===== src/logic/rx_pkt_pkg.sv =====
package rx_pkt_pkg;

    // Channel geometry
    localparam int NUM_CHAN = 4;
    localparam int CHAN_W = 2;

    localparam int FIFO_DEPTH = 512;
    localparam int USEDW_W = 10;  // One bit more than the address so full is visible

    // Packet layout toward the host
    localparam int PKT_WORDS = 256;
    localparam int MAX_PAYLOAD_WORDS = 252;
    localparam logic [15:0] PAD_WORD = 16'hdead;

    typedef enum logic [2:0] {
        IDLE,
        HEADER1,
        HEADER2,
        TS_LOW,
        TS_HIGH,
        FORWARD
    } builder_state_e;

    // Time halves are 16 bits each and read back zero-extended
    typedef enum logic [1:0] {
        CFG_CHAN_LAST,
        CFG_ENABLE,
        CFG_TIME_LO,
        CFG_TIME_HI
    } cfg_addr_e;

endpackage


===== src/logic/rx_cfg_regs.sv =====
module rx_cfg_regs (
    input  logic                          rxclk,
    input  logic                          reset,
    input  logic                          cfg_wr,
    input  rx_pkt_pkg::cfg_addr_e         cfg_addr,
    input  logic [31:0]                   cfg_wdata,
    output logic [31:0]                   cfg_rdata,
    output logic [rx_pkt_pkg::CHAN_W-1:0] chan_last,
    output logic                          rx_enable,
    output logic [31:0]                   adctime
);
    import rx_pkt_pkg::*;

    always_ff @(posedge rxclk) begin
        if (reset) begin
            chan_last <= '0;
            rx_enable <= 1'b0;
            adctime   <= '0;
        end else begin
            adctime <= adctime + 32'd1;  // Free-running sample clock count
            if (cfg_wr) begin
                case (cfg_addr)
                    CFG_CHAN_LAST: chan_last <= cfg_wdata[CHAN_W-1:0];
                    CFG_ENABLE:    rx_enable <= cfg_wdata[0];
                    // A half-word load replaces the increment for that cycle
                    CFG_TIME_LO:   adctime <= {adctime[31:16], cfg_wdata[15:0]};
                    CFG_TIME_HI:   adctime <= {cfg_wdata[15:0], adctime[15:0]};
                    default:       ;
                endcase
            end
        end
    end

    always_comb begin
        case (cfg_addr)
            CFG_CHAN_LAST: cfg_rdata = 32'(chan_last);
            CFG_ENABLE:    cfg_rdata = {31'd0, rx_enable};
            CFG_TIME_LO:   cfg_rdata = {16'd0, adctime[15:0]};
            CFG_TIME_HI:   cfg_rdata = {16'd0, adctime[31:16]};
            default:       cfg_rdata = '0;
        endcase
    end

endmodule


===== config.mk =====
export PLATFORM = sky130hd
export DESIGN_NAME = rx_cfg_regs
export DESIGN_NICKNAME = d
export VERILOG_FILES = /design/src/logic/rx_pkt_pkg.sv /design/src/logic/rx_cfg_regs.sv
export SDC_FILE = /design/constraint.sdc
export NUM_CORES = 1
export LEC_CHECK = 0
export ABC_AREA = 1
export BUFFER_PORTS_ARGS = -buffer_cell sky130_fd_sc_hd__buf_2
export CAP_MARGIN = 20
export CELL_PAD_IN_SITES_DETAIL_PLACEMENT = 0
export CELL_PAD_IN_SITES_GLOBAL_PLACEMENT = 1
export CORE_MARGIN = 2
export CORE_UTILIZATION = 36
export DETAILED_ROUTE_END_ITERATION = 8
export PLACE_DENSITY_LB_ADDON = 0.08
export SYNTH_ARGS = -nofsm -noshare
export SYNTH_HDL_FRONTEND = slang
export SYNTH_SLANG_ARGS = --single-unit

===== constraint.sdc =====
create_clock -name rxclk -period 3.95 [get_ports rxclk]
set_input_delay 0.1975 -clock rxclk [delete_from_list [all_inputs] [get_ports rxclk]]
set_output_delay 0.1975 -clock rxclk [all_outputs]
set_load 0.02 [all_outputs]

* After elaboration in Yosys (flattened, before gate mapping) *
Index checks and enable logic that the tools add are counted.

storage, ports and cells
  output and inout port bits = 67
  register bits after elaboration = 35
  input bits = 37

cells by class
  reductions and logical operators = 3
  muxes and demuxes = 3
  $add $sub $neg = 1
  eq/ne operators = 5

operator list
  kind                                                                   number
  32-bit one-hot mux with 4 select lines                                 1
  32-bit one-hot mux with 2 select lines                                 1
  32-bit by 1-bit adder with 32-bit output, second input constant        1
  32-bit 2-to-1 mux                                                      1
  2-bit equality test, second input constant                             2
  2-bit inequality test, second input constant                           2
  2-bit AND reduction                                                    2
  2-bit by 1-bit equality test with 1-bit output, second input constant  1
  2-bit logical NOT                                                      1

* Longest topological paths before layout *
  depth after elaboration = 3
  mapped depth = 11
  mapped depth without buffers = 11

* Worst setup path after synthesis *
No wires, ideal clock.

  path type = register to register
  start = register adctime[0]
  end = register adctime[24]
  clock period less this slack = 1613 ps
  cell stages (with the launch flop) = 11
  path buffers = 0
  setup time = 113 ps
  required time = 3837 ps
  data arrival time = 1500 ps
  path slack = 2337 ps
  cells stage by stage = dfxtp_1 -> ha_1 -> nand2_1 -> nor2_4 -> nand2_4 -> nor2_8 -> nand3_1 -> nand2_1 -> nand2_1 -> o21ai_1 -> inv_1

between the ends
  word-level cells in the longest chain between the ends = 3

ends and longest elaborated chain
  item                                        line               RTL
  start, declared                             rx_cfg_regs.sv:10  output logic [31:0] adctime
  start signal, assigned                      rx_cfg_regs.sv:20  adctime <= adctime + 32'd1;
  start signal, assigned                      rx_cfg_regs.sv:26  CFG_TIME_LO: adctime <= {adctime[31:16], cfg_wdata[15:0]};
  start signal, assigned                      rx_cfg_regs.sv:27  CFG_TIME_HI: adctime <= {cfg_wdata[15:0], adctime[15:0]};
  32-bit by 1-bit adder with 32-bit output *  rx_cfg_regs.sv:20
  32-bit one-hot mux with 2 select lines      rx_cfg_regs.sv:22  case (cfg_addr)
  32-bit 2-to-1 mux *                         rx_cfg_regs.sv:21  if (cfg_wr) begin

Mark *: on every way between the ends. The rest lies on a longest branch, timed or not.
A chain may end at the register's enable or synchronous reset.

* Worst setup path after layout *
  start = input cfg_addr[0]
  end = output cfg_rdata[12]

between the ends
  word-level cells in the longest chain between the ends = 2
  elaborated cells on any way between the ends = 5
  those cells by class = eq/ne: 3; mux: 1; reduce/logical: 1

ends and longest elaborated chain
  item                                               line               RTL
  start, declared                                    rx_cfg_regs.sv:5   input rx_pkt_pkg::cfg_addr_e cfg_addr,
  2-bit equality test, or another cell as far along  rx_cfg_regs.sv:35  case (cfg_addr)
  32-bit one-hot mux with 4 select lines *           rx_cfg_regs.sv:35
  end, declared                                      rx_cfg_regs.sv:7   output logic [31:0] cfg_rdata,

Mark *: on every way between the ends. The rest lies on a longest branch, timed or not. The select of a mux whose other input is x is not followed.

==> results.yml <==
timing:
  finalSetupViolCount: 0
  rsz0062_at_grt: "no"
  worstMarginPinSlew_ps: 628.3
  max_freq_mhz: 535.6
  timing.final.crit_period_ps: 1867
  whs_ps: 178.9
  drv_slew: 0
  min_period_over_period: 0.4727
  slew_headroom: 0.5801
  setup_tns_ps: 0
  hold_viol_final: 0
  clock_skew_ps: 9.659
route:
  routedWlPerCell_um: 15.30
  drc_errors: 0
  antenna_left: 0
  vias_per_cell: 4.939
  first_pass_iters: 4
  drt_wl_total_mm: 8.798
  drt_iter0_drc: 168
  vias: 2840
placement:
  gp_congestion: 0.8906
  dpl.hpwl_mm: 6.547
  dp_cells: 567
  portBuffers: 71
synthesis:
  synth_compound_area_frac: 0.2198
  synth-seq-cells: 35
  synthAdderAreaFrac: 0.004737
  ys_warn_count: 0
  synthCells: 409
  synth_xor_area_frac: 0.03269
  yosysSeqAreaShare: 0.2653
  synthTopCellsByArea: "dfxtp_1 (27%), nand2_1 (14%), inv_1 (6.8%), buf_4 (5.7%), a21oi_1 (5.5%)"
  yosys-top-cells-count: "nand2_1 (99), inv_1 (48), nor2_1 (38)"
  synthMostInstantiatedCell: "nand2_1"
  synth-simple-area-share: 0.3344
  ys_async_sr_fraction: 0
  synth_flop_cell: "dfxtp_1"
  ys_types: 35
  synth_top_family_by_area: "simple AND/OR/NAND/NOR gates"
  yosys-mux-area-fraction: 0
  synthesis.area_mm2: 0.002641
  synth-edff-count: 0
  synth.top_cell.area_share: 0.2653
  synth_top_cell_by_area: "dfxtp_1"
  postSynthAreaPerCell_um2: 6.458
cells_and_area:
  fin_nets: 513
  layout.cells.non_filler: 575
  antennaDiodeCount: 0
  multiInputGateArea_mm2: 0.001623
  final_util: 0.4296
  seq_area_um2: 700.7
  n_fill_cell: 821
  drive_gt1_frac: 0.2311
  area_growth_syn_to_layout_pct: 16.72
global_route:
  antenna_found_initial: 0
  grt-ovfl-total: 0
  grt_pass1_wl_mm: 13.31
  grt_max_degree: 27
  grt_pass1_vias: 2516
  grt_util_all_layers: 0.2222
power_and_ir_drop:
  switchingPower_uw: 289.9
  ir_worst_vdd_uv: 114.1
  p_seq_frac: 0.476
  clkPwrFrac: 0.311
  power_frac_comb: 0.213
  p_leak_uw: 0.001433
  p_per_area_mw_per_mm2: 272.2
  p_int_uw: 549.3
  p_sw_frac: 0.3455
clock_tree:
  clockRootBuffer: "clkbuf_8"
  cts.path.max_buffers: 2
  cts_hold_buf: 0
  clkSlewWorstSetupHoldPaths_ps: 70
  h-tree-depth: 2
  cts_tree: "built"
  cts.sinks: 35
  cts_setup_buffers: 0
  ctsResizeCount: 0
  insertion_delay_ps: 290
  cts_made_buffers: 5
floorplanning:
  die_w_um: 89.66
  initial_core_util: 0.3681
  die_area_mm2: 0.008038
  core_area_mm2: 0.007176
  die_h_um: 89.66
  ios: 104
  core.rowCount: 31
setup_path:
  ff2ff_setup_slack_ps: 2180
  path_buf_inv: 3
  cp_num_cells: 5
  worst-endpoint-required_ps: 3750
  cp.arrival_ps: 1670
  critPathMostFrequentCell: "buf_2"
  path_class: "in -> out"
  r2r_end: "adctime[24]"
  crit_start: "cfg_addr[0]"
  reg2reg_from: "adctime[0]"
  rr_worst_depth: 10
  cp-endpoint: "cfg_rdata[12]"
  path_delay_family: "buffers and inverters"
  slowest_stage: "nor2_2"
  worstPathCellList: "buf_2 > nor2_2 > inv_1 > o22ai_1 > buf_2"
  cp-end-kind: "output port"
  slowest_delay_ps: 480
  start_kind: "primary input"
  crit_fanout: 10
hold_path:
  hold_start: "cfg_wdata[12]"
  worstHoldPathType: "in -> reg"
status:
  status: "finished clean"
run:
  max_cap_viol_count: 0
kinds of logic after synthesis:
family | Yosys count
AND/OR/NAND/NOR | 188
adder cells (fa/ha/maj) | 1
other | 1
buffers and inverters | 78
flip-flops | 35
XOR/XNOR | 9
AO/OA/AOI/OAI | 97
per-layer routing:
layer  vias up  share of wire  GRT usage
met2        76           0.47     0.3723
met5         -              0          0
li1       1444              -          -
met1      1314           0.48     0.3013
met3         6          0.045    0.03656
met4         0         0.0076    0.04613
registers in the layout (all words and copies together), names as in the netlist:
name and count:
adctime 32, chan_last 2, rx_enable 1
worst min-delay path: stages:
cell,delay (ps)
buf_2,110
nand2_1,60
a21oi_1,60
power by group through the flow:
stage	logic (uW)	clock network, uW	registers, uW
floorplan	111	0	422
global placement	177	0	407
detailed placement	178	0	408
CTS	179	268	399
global route	198	282	403
finish	179	261	399
cells in the final DEF (no fill, tap or decap), types with 2 or more instances in the layout:
cell,synthesis,routed
o22ai_1,7,7
nand2_2,9,9
nand2_1,99,99
xor2_1,8,8
o21ai_1,6,6
nand4_1,4,4
a21oi_2,2,2
o211ai_1,3,3
a211oi_1,2,2
o221ai_1,2,2
nor2_2,6,6
a22oi_1,15,15
buf_2,5,71
nand2_4,2,2
a21oi_1,29,29
dfxtp_1,35,35
and2_1,2,2
nor2_8,2,2
o31ai_1,3,3
clkbuf_1,4,2
buf_4,20,2
conb_1,1,16
o21ai_0,25,25
clkbuf_8,0,5
inv_1,48,48
nand3_1,18,18
nor2_1,38,38
nor2_4,6,6
layout make-up:
cell class                 instances  share of cell area
tap                               99             0.04018
timing repair buffer              73              0.1201
multi-input combinational        311              0.5264
clock buffer                       7             0.02476
inverter                          49             0.05966
clock inverter                     1            0.001623
sequential                        35              0.2273
worst min path at each step:
stage,end,slack (ps),cells after the start
after floorplan,adctime[12],350,2
after global placement,rx_enable,460,2
after detailed placement,rx_enable,470,2
after CTS,adctime[12],180,3
after global routing,adctime[8],180,3
final,adctime[12],180,3
per-stage QoR:
stage | instance area [um2] | setup WS, ps | power [uW]
finish | 3083 | 2083 | 839.3
global route | 3083 | 1979 | 883.5
CTS | 3083 | 2089 | 846.5
floorplan | 2698 | 2337 | 532.9
global placement | 3002 | 1907 | 584.5
detailed placement | 3002 | 1901 | 586.1
Power figures use the tool's default switching activity.
