**src/logic/rx_pkt_pkg.sv**
```systemverilog
package rx_pkt_pkg;

    // Channel geometry
    localparam int NUM_CHAN = 4;
    localparam int CHAN_W = 2;

    localparam int FIFO_DEPTH = 512;
    localparam int USEDW_W = 10;  // One bit more than the address so full is visible

    // Packet layout toward the host
    localparam int PKT_WORDS = 256;
    localparam int MAX_PAYLOAD_WORDS = 252;
    localparam logic [15:0] PAD_WORD = 16'hdead;

    typedef enum logic [2:0] {
        IDLE,
        HEADER1,
        HEADER2,
        TS_LOW,
        TS_HIGH,
        FORWARD
    } builder_state_e;

    // Time halves are 16 bits each and read back zero-extended
    typedef enum logic [1:0] {
        CFG_CHAN_LAST,
        CFG_ENABLE,
        CFG_TIME_LO,
        CFG_TIME_HI
    } cfg_addr_e;

endpackage

```
**src/logic/rx_packet_builder.sv**
```systemverilog
module rx_packet_builder (
    input  logic                                             rxclk,
    input  logic                                             reset,
    input  logic                                             have_space,
    input  logic [rx_pkt_pkg::CHAN_W-1:0]                    chan_last,
    input  logic [31:0]                                      adctime,
    input  logic [rx_pkt_pkg::NUM_CHAN-1:0]                  chan_empty,
    input  logic [rx_pkt_pkg::NUM_CHAN-1:0][rx_pkt_pkg::USEDW_W-1:0] chan_usedw,
    input  logic [rx_pkt_pkg::NUM_CHAN-1:0]                  chan_overrun,
    input  logic [15:0]                                      chan_fifodata,
    input  logic [rx_pkt_pkg::NUM_CHAN-1:0][31:0]            rssi_in,
    output logic [rx_pkt_pkg::CHAN_W-1:0]                    rd_select,
    output logic                                             chan_rdreq,
    output logic                                             ovr_clr,
    output logic                                             wr,
    output logic [15:0]                                      fifodata
);
    import rx_pkt_pkg::*;

    localparam int WORD_W = $clog2(PKT_WORDS);
    localparam int HDR_WORDS = PKT_WORDS - MAX_PAYLOAD_WORDS;

    // Header word 0
    localparam int LEN_LSB = 0;
    localparam int LEN_MSB = 8;
    localparam int TAG_LSB = 9;
    localparam int TAG_MSB = 12;
    localparam int MBZ_LSB = 13;
    localparam int MBZ_MSB = 15;

    // Header word 1
    localparam int CHAN_LSB = 0;
    localparam int CHAN_MSB = 4;
    localparam int RSSI_LSB = 5;
    localparam int RSSI_MSB = 10;
    localparam int BURST_LSB = 11;
    localparam int BURST_MSB = 12;
    localparam int DROPPED_BIT = 13;
    localparam int UNDERRUN_BIT = 14;
    localparam int OVERRUN_BIT = 15;

    builder_state_e      state;
    logic [CHAN_W-1:0]   check_next;
    logic [WORD_W-1:0]   word_cnt;    // Index of the packet word being registered
    logic [WORD_W-1:0]   req_cnt;
    logic [WORD_W-1:0]   payload_n;
    logic [WORD_W-1:0]   n_next;
    logic [WORD_W-1:0]   pay_idx;
    logic [USEDW_W-1:0]  sel_usedw;
    logic [31:0]         sel_rssi;
    logic                ovr_seen;
    logic [15:0]         ts_hi;
    logic [15:0]         hdr0;
    logic [15:0]         hdr1;

    assign sel_usedw = chan_usedw[rd_select];
    assign sel_rssi  = rssi_in[rd_select];
    assign n_next    = (sel_usedw > USEDW_W'(MAX_PAYLOAD_WORDS)) ?
                       WORD_W'(MAX_PAYLOAD_WORDS) : sel_usedw[WORD_W-1:0];
    assign pay_idx   = word_cnt - WORD_W'(HDR_WORDS);

    // One request per payload word, issued a cycle ahead of its use
    assign chan_rdreq = ((state == TS_HIGH) || (state == FORWARD)) && (req_cnt < payload_n);
    assign ovr_clr    = (state == HEADER1);

    always_comb begin
        hdr0 = '0;
        hdr0[LEN_MSB:LEN_LSB] = {n_next, 1'b0};  // Length in bytes
        hdr0[TAG_MSB:TAG_LSB] = '0;
        hdr0[MBZ_MSB:MBZ_LSB] = '0;

        hdr1 = '0;
        hdr1[CHAN_MSB:CHAN_LSB] = 5'(rd_select);
        hdr1[RSSI_MSB:RSSI_LSB] = sel_rssi[5:0];
        hdr1[BURST_MSB:BURST_LSB] = '0;
        hdr1[DROPPED_BIT] = 1'b0;
        hdr1[UNDERRUN_BIT] = 1'b0;
        hdr1[OVERRUN_BIT] = ovr_seen;
    end

    always_ff @(posedge rxclk) begin
        if (reset) begin
            state      <= IDLE;
            wr         <= 1'b0;
            rd_select  <= '0;
            check_next <= '0;
            word_cnt   <= '0;
            req_cnt    <= '0;
        end else begin
            case (state)
                IDLE: begin
                    wr <= 1'b0;  // The final packet word is on the bus during this cycle
                    if (have_space) begin
                        if (!chan_empty[check_next]) begin
                            rd_select <= check_next;
                            state     <= HEADER1;
                        end
                        check_next <= (check_next == chan_last) ? '0 : check_next + 1'b1;
                    end
                end
                HEADER1: begin
                    wr    <= 1'b1;
                    state <= HEADER2;
                end
                HEADER2: state <= TS_LOW;
                TS_LOW:  state <= TS_HIGH;
                TS_HIGH: state <= FORWARD;
                FORWARD: begin
                    if (word_cnt == WORD_W'(PKT_WORDS - 1)) begin
                        state <= IDLE;
                    end
                end
                default: state <= IDLE;
            endcase

            if (state == IDLE) begin
                word_cnt <= '0;
                req_cnt  <= '0;
            end else begin
                word_cnt <= word_cnt + 1'b1;
                if (chan_rdreq) begin
                    req_cnt <= req_cnt + 1'b1;
                end
            end
        end
    end

    always_ff @(posedge rxclk) begin
        case (state)
            HEADER1: begin
                fifodata  <= hdr0;
                payload_n <= n_next;
                ovr_seen  <= chan_overrun[rd_select];  // Cleared in the FIFO at this edge
            end
            HEADER2: fifodata <= hdr1;
            TS_LOW: begin
                // Both halves come from the same count
                fifodata <= adctime[15:0];
                ts_hi    <= adctime[31:16];
            end
            TS_HIGH: fifodata <= ts_hi;
            FORWARD: fifodata <= (pay_idx < payload_n) ? chan_fifodata : PAD_WORD;
            default: ;
        endcase
    end

endmodule

```
**config.mk**
```make
export PLATFORM = sky130hd
export DESIGN_NAME = rx_packet_builder
export DESIGN_NICKNAME = d
export VERILOG_FILES = /design/src/logic/rx_pkt_pkg.sv /design/src/logic/rx_packet_builder.sv
export SDC_FILE = /design/constraint.sdc
export NUM_CORES = 1
export LEC_CHECK = 0
export ABC_AREA = 1
export BUFFER_PORTS_ARGS = -buffer_cell sky130_fd_sc_hd__buf_4
export CORE_AREA = 5 5 123 90
export DETAILED_ROUTE_END_ITERATION = 6
export DIE_AREA = 0 0 128 95
export PLACE_DENSITY = 0.85
export SLEW_MARGIN = 20
export SYNTH_ARGS = -nofsm -noshare
export SYNTH_HDL_FRONTEND = slang
export SYNTH_SLANG_ARGS = --single-unit
export TNS_END_PERCENT = 100
```
**constraint.sdc**
```tcl
create_clock -name rxclk -period 6 [get_ports rxclk]
set_input_delay 1.2 -clock rxclk [delete_from_list [all_inputs] [get_ports rxclk]]
set_output_delay 1.2 -clock rxclk [all_outputs]
set_load 0.005 [all_outputs]
```
-- Yosys cells after proc, flatten, opt, wreduce, memory -nomap -nowiden
Cells that the tools add are included.
- flip-flop bits (word level): 65
- bits of input ports: 229
- output and inout bits: 21
- word-level logic and storage cells: 56
- add/subtract/negate cells: 4
- magnitude comparators: 5
- equality and inequality tests: 10
- muxes and demuxes: 17
- bitwise gates (word level): 1
- reductions and logical operators: 9
- operators by type and width (operator ; count):
    16-bit case mux with 5 select lines ; 1
    32-bit binary-select mux with 2-bit select ; 1
    10-bit binary-select mux with 2-bit select ; 1
    3-bit case mux with 6 select lines ; 1
    8-bit by 1-bit adder with 8-bit output (second input constant) ; 2
    8-bit less-than comparator ; 2
    16-bit 2-to-1 mux ; 1
    10-bit by 8-bit greater-than comparator with 1-bit output (second input constant) ; 1
    10-bit 2-to-1 mux ; 1
    3-bit 2-to-1 mux ; 3
    8-bit equality test (second input constant) ; 1
    8-bit 2-to-1 mux ; 1
    8-bit by 3-bit subtractor with 8-bit output (second input constant) ; 1
    3-bit by 2-bit equality test with 1-bit output (second input constant) ; 2
    3-bit equality test (second input constant) ; 2
    2-bit by 3-bit less-than comparator with 1-bit output (second input constant) ; 2
    6-bit 2-to-1 mux ; 1
    3-bit AND reduction ; 2
    5-bit nonzero test ; 1
    1-bit binary-select mux with 2-bit select ; 2
    2-bit inequality test (second input constant) ; 2
    3-bit by 1-bit equality test with 1-bit output (second input constant) ; 1
    3-bit zero test ; 1
    2-bit by 1-bit adder with 2-bit output (second input constant) ; 1
    11 further kinds ; 12

-- Depth between registers and ports, before layout
Gate-level depths: netlist (run 1).
- depth in word-level cells: 5
- gate-level depth with buffers: 14
- depth with buffers taken out: 14

-- Worst setup path after synthesis (run 1)
No wires, ideal clock.
- kind: flip-flop to output port
- start point: register state[0]
- end point: output ovr_clr
- data arrival time: 1.428 ns
- data required time: 4.800 ns
- path slack: 3.372 ns
- cell stages (with the launch flop): 3
- path buffers: 0
- path through: dfxtp_1 > inv_2 > nor3_1
- word-level cells in the longest chain between the ends: 1
- RTL lines (element ; line ; RTL):
    from (decl) ; rx_packet_builder.sv:42 ; builder_state_e state;
    from (signal assigned) ; rx_packet_builder.sv:83 ; state <= IDLE;
    from (signal assigned) ; rx_packet_builder.sv:96 ; state <= HEADER1;
    from (signal assigned) ; rx_packet_builder.sv:103 ; state <= HEADER2;
    3-bit by 1-bit equality test with 1-bit output ; rx_packet_builder.sv:64 ; assign ovr_clr = (state == HEADER1);
    to (decl) ; rx_packet_builder.sv:14 ; output logic ovr_clr,
Every way passes these cells.

-- Worst setup path in the final report (run 1)
- start point: register req_cnt[3]
- end point: output chan_rdreq
- word-level cells in the longest chain between the ends: 2
- RTL lines (element ; line ; RTL):
    from (decl) ; rx_packet_builder.sv:45 ; logic [WORD_W-1:0] req_cnt;
    from (signal assigned) ; rx_packet_builder.sv:122 ; req_cnt <= req_cnt + 1'b1;
    8-bit less-than comparator ; rx_packet_builder.sv:63 ; assign chan_rdreq = ((state == TS_HIGH) || (state == FORWARD)) && (req_cnt < payload_n);
    1-bit logical AND ; rx_packet_builder.sv:63 ;
    to (decl) ; rx_packet_builder.sv:13 ; output logic chan_rdreq,
Every way passes these cells.

==> flow_summary.ini, run 1 <==
[setup_path]
critPathRequiredTime_ps = 4800
worst_setup_path_start_kind = register
critPathTopFamily = simple AND/OR/NAND/NOR gates
crit_arrival_ps = 1980
cpPeakStageDelay_ps = 420
path_cells = ha_1 -> a21oi_1 -> nand2_1 -> nand2_1 -> nand3_2 -> inv_2 -> buf_4
critPathCaptureType = output pin
cp_num_buf_inv = 2
crit_slowest_cell = dfxtp_1
path_class = register to output pin
cp_common_cell = nand2_1
critPathMaxFanout = 9

[drt]
wl_per_cell_um = 14.6
routed_via_density = 5.00
antenna_left = 0
drcViolationCount = 0
firstDrtPassIters = 5
num_vias = 4062
drtIter0Drc = 221
routed_wl_mm = 11.9

[layout]
drive_gt1_share_pct = 32.1
fin_area_um2 = 5660
final_cell_mix = 152 x nand2_1, 148 x buf_4, 63 x inv_1
antenna_cells = 0
layout_commonest_cell = nand2_1
post-route-util_pct = 57.0
fill_cells = 845
fin_nets = 922
final_cells = 812
syn_to_final_growth_pct = 35.9

[power_and_ir_drop]
p_switching_uw = 587
sequentialPowerShare_pct = 34.4
p_total_mw = 1.82
ir_drop_mv = 0.164
power_frac_clock_pct = 33.1
swShare_pct = 32.2
cellPowerDensity_nw_per_um2 = 321
cellLeakagePower_nw = 2.65
comb_power_share_pct = 32.5
p_int_mw = 1.23

[clock_tree]
postCtsSetupBuffers = 0
cts_resized = 0
cts.htree.levels = 3
postCtsHoldBufs = 0
clk_latency_ps = 330
cts_tree = yes
cts-root-buf = clkbuf_16
cts.reportedPaths.clkPinSlew_ps = 50
numCtsBuffers = 9
clock_path_buffers = 2
clock_sinks = 65

[placed_design]
io_buffers = 145
dpl.hpwl_mm = 9.37
gp_congestion = 0.870
dp_cells = 796
placed_area_um2 = 5320
place_ws_ps = 3220

[die]
ios = 250
die_w_um = 128
design.core.area_um2 = 9930
start_util_pct = 42.0
die-area_um2 = 12200
num_rows = 31
die_h_um = 95

[timing]
finalClockSkew_ps = 4.25
fmax_mhz = 314
finalWorstSetupSlack_ps = 2820
rsz0062_at_grt = false
slew_violations = 0
setup_viol = 0
worst_slew_pin_slew_ps = 726
fin_setup_tns_ps = 0
hold_ws_ps = 486
hold_violations = 0
min_period_over_period_pct = 53.0
max-slew-margin-rel_pct = 51.6
fin_crit_ps = 3180

[grt]
grt_max_degree = 36
antenna_found_initial = 0
gr-total-overflow = 0
grt.total_usage_pct = 19.5
grt_pass1_wl_mm = 18.8
grt_pass1_vias = 4137

[synth]
synth_edf_count = 41
synth_cells = 531
yosys.cell_types.count = 41
syn_area_per_cell_um2 = 7.85
syn_area_um2 = 4170
synthArstFlopShare_pct = 0
synthFlopType = edfxtp_1
ys_ff_latch = 65
synthesis.nets = 778
synth-seq-area-share_pct = 41.1
ys_warn_count = 0

[flow_run]
maxCapViolations = 0

[outcome]
outcome = finished, final reports clean

[min_path]
holdCritPathClass = register to register
==> layer usage <==
layer  vias to the layer above  global-route usage [%]  part of all wire (%)
li1                       2027                       -                     -
met5                         -                       0                     0
met1                      1848                    24.1                    41
met2                       164                    31.8                    48
met4                         0                    7.07                   2.2
met3                        23                    6.90                   8.4
==> power groups by stage <==
stage                     logic [mW]  registers, mW  clock network (mW)
after floorplan                0.372          0.627                   0
after global placement         0.574          0.633                   0
after detailed placement       0.592          0.635                   0
after CTS                      0.595          0.626               0.606
after global routing           0.661          0.633               0.627
final                          0.592          0.626               0.602
==> worst register-to-register path: cells and delay by family, from the launching register on <==
family | cells | cell delay (ps)
simple gates | 4 | 760
compound gates | 3 | 650
flops | 1 | 360
fa+ha+maj | 1 | 260
xor+xnor | 1 | 170
buf+inv | 1 | 120
==> final timing paths <==
check,slack (ps),end,startpoint,cells after the start
worst max-delay path,2820,chan_rdreq,req_cnt[3]$_SDFFE_PP0P_,7
worst min register to register,490,word_cnt[0]$_SDFF_PP0_,word_cnt[0]$_SDFF_PP0_,1
worst max register to register,3410,fifodata[0]$_DFFE_PP_,word_cnt[4]$_SDFF_PP0_,10
worst min-delay path,490,word_cnt[0]$_SDFF_PP0_,word_cnt[0]$_SDFF_PP0_,1
==> cell families after synthesis <==
kind of cell	share of synthesized area (%)
AND/OR/NAND/NOR	32.2
buffers and inverters	10.1
AO/OA/AOI/OAI	8.94
XOR/XNOR	2.31
flip-flops	41.1
adder cells (fa/ha/maj)	5.40
==> area by class of cell <==
cell class | instances | area, um^2 | area share [%]
clock inverter | 5 | 103 | 1.81
tap | 132 | 165 | 2.92
multi-input combinational | 374 | 2040 | 36.0
inverter | 77 | 293 | 5.17
sequential | 65 | 1710 | 30.2
timing repair buffer | 148 | 1110 | 19.6
clock buffer | 11 | 243 | 4.29
==> flip-flops by register name, summed over array words and instances (netlist names) <==
name and cells:
req_cnt 8, rd_select 2, payload_n 8, ts_hi 16, word_cnt 8, ovr_seen 1
wr 1, fifodata 16, check_next 2, state 3
==> synth_stat cells (all sizes together), types with 2 or more instances <==
master	instances	share of area, %
a21oi	24	3.3
nand3	47	6.1
nand2	166	16
inv	76	6.9
nor2	38	5.1
or2	3	0.45
buf	15	3.1
edfxtp	41	30
o22ai	2	0.30
ha	18	5.4
xor2	8	1.7
xnor2	3	0.63
dfxtp	24	12
o21ai	28	3.5
nand4	17	2.6
nor3	6	0.99
o21a	3	0.54
nand3b	3	0.54
a221oi	2	0.42
Note: power is estimated with default switching activity, not from simulation.
==> run 2, diff against run 1 <==
--- a/config.mk
+++ b/config.mk
@@ -5,12 +5,12 @@
 export SDC_FILE = /design/constraint.sdc
 export NUM_CORES = 1
 export LEC_CHECK = 0
-export ABC_AREA = 1
+export ABC_AREA = 0
 export BUFFER_PORTS_ARGS = -buffer_cell sky130_fd_sc_hd__buf_4
-export CORE_AREA = 5 5 123 90
+export CORE_AREA = 5 5 126 92
 export DETAILED_ROUTE_END_ITERATION = 6
-export DIE_AREA = 0 0 128 95
-export PLACE_DENSITY = 0.85
+export DIE_AREA = 0 0 131 97
+export PLACE_DENSITY = 0.81
 export SLEW_MARGIN = 20
 export SYNTH_ARGS = -nofsm -noshare
 export SYNTH_HDL_FRONTEND = slang
==> constraint.sdc (replaced) <==
create_clock -name rxclk -period 2.85 [get_ports rxclk]
set_input_delay 0.57 -clock rxclk [delete_from_list [all_inputs] [get_ports rxclk]]
set_output_delay 0.57 -clock rxclk [all_outputs]
set_load 0.005 [all_outputs]
==> run 2 against run 1 <==
Effect of this change: via count shrank 17%; total power grew 100%; synthesized cell count shrank 34%; non-clock buffer count grew 7; routed wire length shrank 3.3%; critical path depth is the same.
==> flow_summary.ini, run 2 <==
[clock_tree]
postCtsHoldBufs = 0
cts.htree.levels = 3
cts.reportedPaths.clkPinSlew_ps = 60
clock_sinks = 65
cts_tree = yes
cts-root-buf = clkbuf_16
numCtsBuffers = 9
clock_path_buffers = 2
clk_latency_ps = 330

[synth]
syn_area_per_cell_um2 = 11.1
yosys.cell_types.count = 49
ys_ff_latch = 65
synth_cells = 350
ys_warn_count = 0
synthesis.nets = 597
synthFlopType = edfxtp_1
synth-seq-area-share_pct = 44.2
synth.most_common_cell = edfxtp_1
ys_top_cells_by_area = edfxtp_1 32%, dfxtp_1 12%, mux4_1 8.8%, ha_1 5.8%, mux2i_1 3.9%
synthArstFlopShare_pct = 0
synth_area_leader_cell = edfxtp_1
synth_edf_count = 41
syn_area_um2 = 3870
yosysTopAreaCellShare_pct = 31.8
synth_common_cells = 41 x edfxtp_1, 35 x nand2_1, 29 x a21oi_1

[timing]
finalClockSkew_ps = 10.6
slew_violations = 0
fin_setup_tns_ps = 0
fin_crit_ps = 2640
setup_viol = 0
fmax_mhz = 379
worst_slew_pin_slew_ps = 1010
finalWorstSetupSlack_ps = 213
min_period_over_period_pct = 92.5
hold_violations = 0
hold_ws_ps = 409
rsz0062_at_grt = false
max-slew-margin-rel_pct = 32.6

[die]
design.core.area_um2 = 10200
die-area_um2 = 12700
ios = 250
num_rows = 31
die_w_um = 131
die_h_um = 97
start_util_pct = 38.1

[setup_path]
path_class = register to output pin
critPathMaxFanout = 7
crit_start = payload_n[3]$_DFFE_PP_
critPathRequiredTime_ps = 2280
crit_arrival_ps = 2070
r2r-start = word_cnt[4]$_SDFF_PP0_
critPathCaptureType = output pin
worst_setup_path_start_kind = register

[drt]
num_vias = 3379
routed_via_density = 5.33
drtIter0Drc = 285
routed_wl_mm = 11.5
wl_per_cell_um = 18.1
firstDrtPassIters = 4
drcViolationCount = 0
antenna_left = 0

[layout]
layout_commonest_cell = buf_4
final_cell_mix = 155 x buf_4, 41 x edfxtp_1, 35 x nand2_1
multi_input_comb_area_um2 = 1970
syn_to_final_growth_pct = 38.8
antenna_cells = 0
drive_gt1_share_pct = 36.9
fin_nets = 744
reg_top3 = fifodata x16, ts_hi x16
seq_area_um2 = 1710
fill_cells = 871

[placed_design]
dpl.hpwl_mm = 9.17
io_buffers = 145
place_ws_ps = 276
gp_congestion = 0.867

[power_and_ir_drop]
ir_drop_mv = 0.451
cellLeakagePower_nw = 2.24
cellPowerDensity_nw_per_um2 = 677
p_total_mw = 3.63

[grt]
grt.total_usage_pct = 18.6
grt_max_degree = 20
gr-total-overflow = 0
grt_pass1_wl_mm = 18.3
antenna_found_initial = 0
grt_pass1_vias = 3660

[outcome]
outcome = finished, final reports clean

[min_path]
hold_start = adctime[29]
holdCritPathClass = input port to register

[flow_run]
maxCapViolations = 0
-- run 2: cell count changes in the layout (fill, tap and decap cells not counted), moves of 13 or more --
cell and change:
nand3_1 -38, mux2i_1 +15, nand2_1 -117, mux4_1 +13, inv_1 -50
-- run 2: layout make-up --
type,count,area share (%)
clock buffers,9,4.19
clock inverters,7,1.42
inverters,14,0.979
multi-input cells,252,36.8
flip-flops and latches,65,31.9
well taps,132,3.08
repair buffers,155,21.7
-- run 2: path summary, 6_finish.rpt --
kind / slack [ps] / end / cells past startpoint
setup / recovery: 210 / chan_rdreq / 7
hold / removal: 410 / ts_hi[13]$_DFFE_PN_ / 1
setup reg to reg: 240 / fifodata[7]$_DFFE_PP_ / 9
hold reg to reg: 460 / word_cnt[0]$_SDFF_PP0_ / 1
-- run 2: metal layers --
layer	vias up	track usage, %	wire length [um]
li1	1604	-	-
met1	1602	22.3	4380
met2	153	30.7	5800
met3	20	6.39	984
met4	0	6.40	306
met5	-	0	0
-- run 2: logic make-up after synthesis --
family                   synth area share, %
AO/OA/AOI/OAI                           12.8
AND/OR/NAND/NOR                         13.5
buffers and inverters                   4.72
adder cells (fa/ha/maj)                 5.82
multiplexers                            16.2
flip-flops                              44.2
XOR/XNOR                                2.72
-- run 2: through the flow --
| stage | util, % | area [um^2] | instances |
|---|---|---|---|
| global route | 52.8 | 5370 | 634 |
| CTS | 52.7 | 5350 | 632 |
| floorplan | - | 3870 | 350 |
| finish | 52.8 | 5370 | 634 |
| global placement | 49.7 | 5050 | 616 |
| detailed placement | 49.7 | 5050 | 616 |
-- run 2: critical path, stage by stage, from the launching register on --
cell and delay [ps]:
edfxtp_1 370, inv_1 100, ha_1 250, a211o_1 300, a21oi_1 100, o21ai_1 210, a21boi_2 250, buf_4 140
-- run 2: timing repair --
action | CTS | global route
buffers inserted | 0 | 2
endpoints found under the hold margin | 0 | 0
gates resized for setup | 0 | 0
endpoints found under the setup margin | 0 | 1
-- run 2: where the power goes --
| part | switching (mW) | total, mW | internal [mW] |
|---|---|---|---|
| Clock | 0.433 | 1.12 | 0.682 |
| Combinational | 0.602 | 1.16 | 0.563 |
| Sequential | 0.0966 | 1.35 | 1.26 |
==> run 3, diff against run 2 <==
--- a/config.mk
+++ b/config.mk
@@ -5,11 +5,11 @@
 export SDC_FILE = /design/constraint.sdc
 export NUM_CORES = 1
 export LEC_CHECK = 0
-export ABC_AREA = 0
+export ABC_AREA = 1
 export BUFFER_PORTS_ARGS = -buffer_cell sky130_fd_sc_hd__buf_4
-export CORE_AREA = 5 5 126 92
+export CORE_AREA = 5 5 129 94
 export DETAILED_ROUTE_END_ITERATION = 6
-export DIE_AREA = 0 0 131 97
+export DIE_AREA = 0 0 134 99
 export PLACE_DENSITY = 0.81
 export SLEW_MARGIN = 20
 export SYNTH_ARGS = -nofsm -noshare
==> run 3 against run 2 <==
Effect of this change: routed wire length grew 3.0%; die area grew 4.4%; first-iteration DRC count shrank 20%; clock power grew 5%; hold slack gained 3.8 ps; critical path depth is the same; flip-flop and latch count is the same; combinational power grew 10%; largest power group unchanged; highest routed layer unchanged.
==> flow_summary.ini, run 3 (synthesis gave the netlist of run 1 again) <==
[outcome]
outcome = finished, final reports clean

[layout]
fill_cells = 974
reg_top3 = fifodata x16, ts_hi x16
final_cells = 819
drive_gt1_share_pct = 32.2
syn_to_final_growth_pct = 36.0
fin_nets = 925
seq_area_um2 = 1710
layout_commonest_cell = nand2_1
final_cell_mix = 152 x nand2_1, 151 x buf_4, 63 x inv_1
antenna_cells = 0
multi_input_comb_area_um2 = 2040

[drt]
routed_wl_mm = 11.8
routed_via_density = 4.83
firstDrtPassIters = 4
drcViolationCount = 0
wl_per_cell_um = 14.4
drtIter0Drc = 228
num_vias = 3952
antenna_left = 0

[clock_tree]
cts.reportedPaths.clkPinSlew_ps = 60
clk_latency_ps = 330
clock_path_buffers = 2
cts-root-buf = clkbuf_16
cts_tree = yes
postCtsSetupBuffers = 0
cts.htree.levels = 3
numCtsBuffers = 9
cts_resized = 0
clock_sinks = 65
postCtsHoldBufs = 0

[timing]
max-slew-margin-rel_pct = 56.1
hold_violations = 0
fmax_mhz = 388
min_period_over_period_pct = 90.5
rsz0062_at_grt = false
setup_viol = 0
finalClockSkew_ps = 6.55
fin_setup_tns_ps = 0
worst_slew_pin_slew_ps = 657
fin_crit_ps = 2580
finalWorstSetupSlack_ps = 270
hold_ws_ps = 413
slew_violations = 0

[grt]
grt_pass1_vias = 3929
grt.total_usage_pct = 17.8
antenna_found_initial = 0
grt_max_degree = 35
gr-total-overflow = 0
grt_pass1_wl_mm = 18.8

[power_and_ir_drop]
cellLeakagePower_nw = 2.66
ir_drop_mv = 0.320
cellPowerDensity_nw_per_um2 = 664

[die]
die-area_um2 = 13300
die_w_um = 134
design.core.area_um2 = 10800
ios = 250
start_util_pct = 38.7
num_rows = 32
die_h_um = 99

[setup_path]
crit_arrival_ps = 2010
worst_setup_path_start_kind = register
path_class = register to output pin
critPathRequiredTime_ps = 2280
critPathCaptureType = output pin
critPathMaxFanout = 9

[placed_design]
dpl.hpwl_mm = 9.22
io_buffers = 145
dp_cells = 803
place_ws_ps = 384
gp_congestion = 0.862

[flow_run]
maxCapViolations = 0

[min_path]
holdCritPathClass = input port to register
-- run 3: cell count changes in the layout (fill, tap and decap cells not counted), sizes merged, moves of 10 or more --
cell | previous run | this run
o21ai | 17 | 28
nand3 | 5 | 47
mux4 | 17 | 0
nand4 | 6 | 17
nor2 | 28 | 38
nand2b | 10 | 0
nand2 | 35 | 166
inv | 16 | 76
mux2i | 15 | 0
-- run 3: per-stage QoR --
step	instance area [um^2]	utilization, %	power [mW]
floorplan	4170	-	2.10
global placement	5350	49.7	2.57
detailed placement	5350	49.7	2.60
CTS	5670	52.6	3.79
global route	5670	52.6	3.97
finish	5670	52.6	3.76
-- run 3: routing by layer --
metal | vias to the layer above | track usage, % | wire length (um)
met3 | 16 | 6.07 | 1050
met5 | - | 0 | 0
met1 | 1753 | 22.3 | 5110
met4 | 0 | 5.61 | 214
li1 | 2030 | - | -
met2 | 153 | 29.1 | 5430
-- run 3: report_power, final --
group	switching (mW)	total [mW]	internal, mW
clock network	0.395	1.18	0.783
logic	0.776	1.28	0.505
registers	0.0802	1.30	1.22
-- run 3: worst max-delay path, cell delays in order (launching register included) --
cell	delay (ps)
edfxtp_1	400
inv_1	110
ha_1	250
a21oi_1	170
o21a_1	290
nand3_2	220
inv_2	120
buf_4	110
-- run 3: path summary, 6_finish.rpt --
check | depth (start not counted) | end | start | slack (ps)
setup / recovery | 7 | chan_rdreq | payload_n[7]$_DFFE_PP_ | 270
hold / removal | 1 | ts_hi[13]$_DFFE_PN_ | adctime[29] | 410
setup reg to reg | 10 | fifodata[11]$_DFFE_PP_ | word_cnt[4]$_SDFF_PP0_ | 310
hold reg to reg | 1 | word_cnt[0]$_SDFF_PP0_ | word_cnt[0]$_SDFF_PP0_ | 480
-- run 3: layout make-up --
type / instances / share of cell area (%)
inverters: 77 / 5.17
clock buffers: 10 / 4.22
well taps: 136 / 3.00
repair buffers: 151 / 20.0
multi-input cells: 374 / 36.0
clock inverters: 6 / 1.43
flip-flops and latches: 65 / 30.2
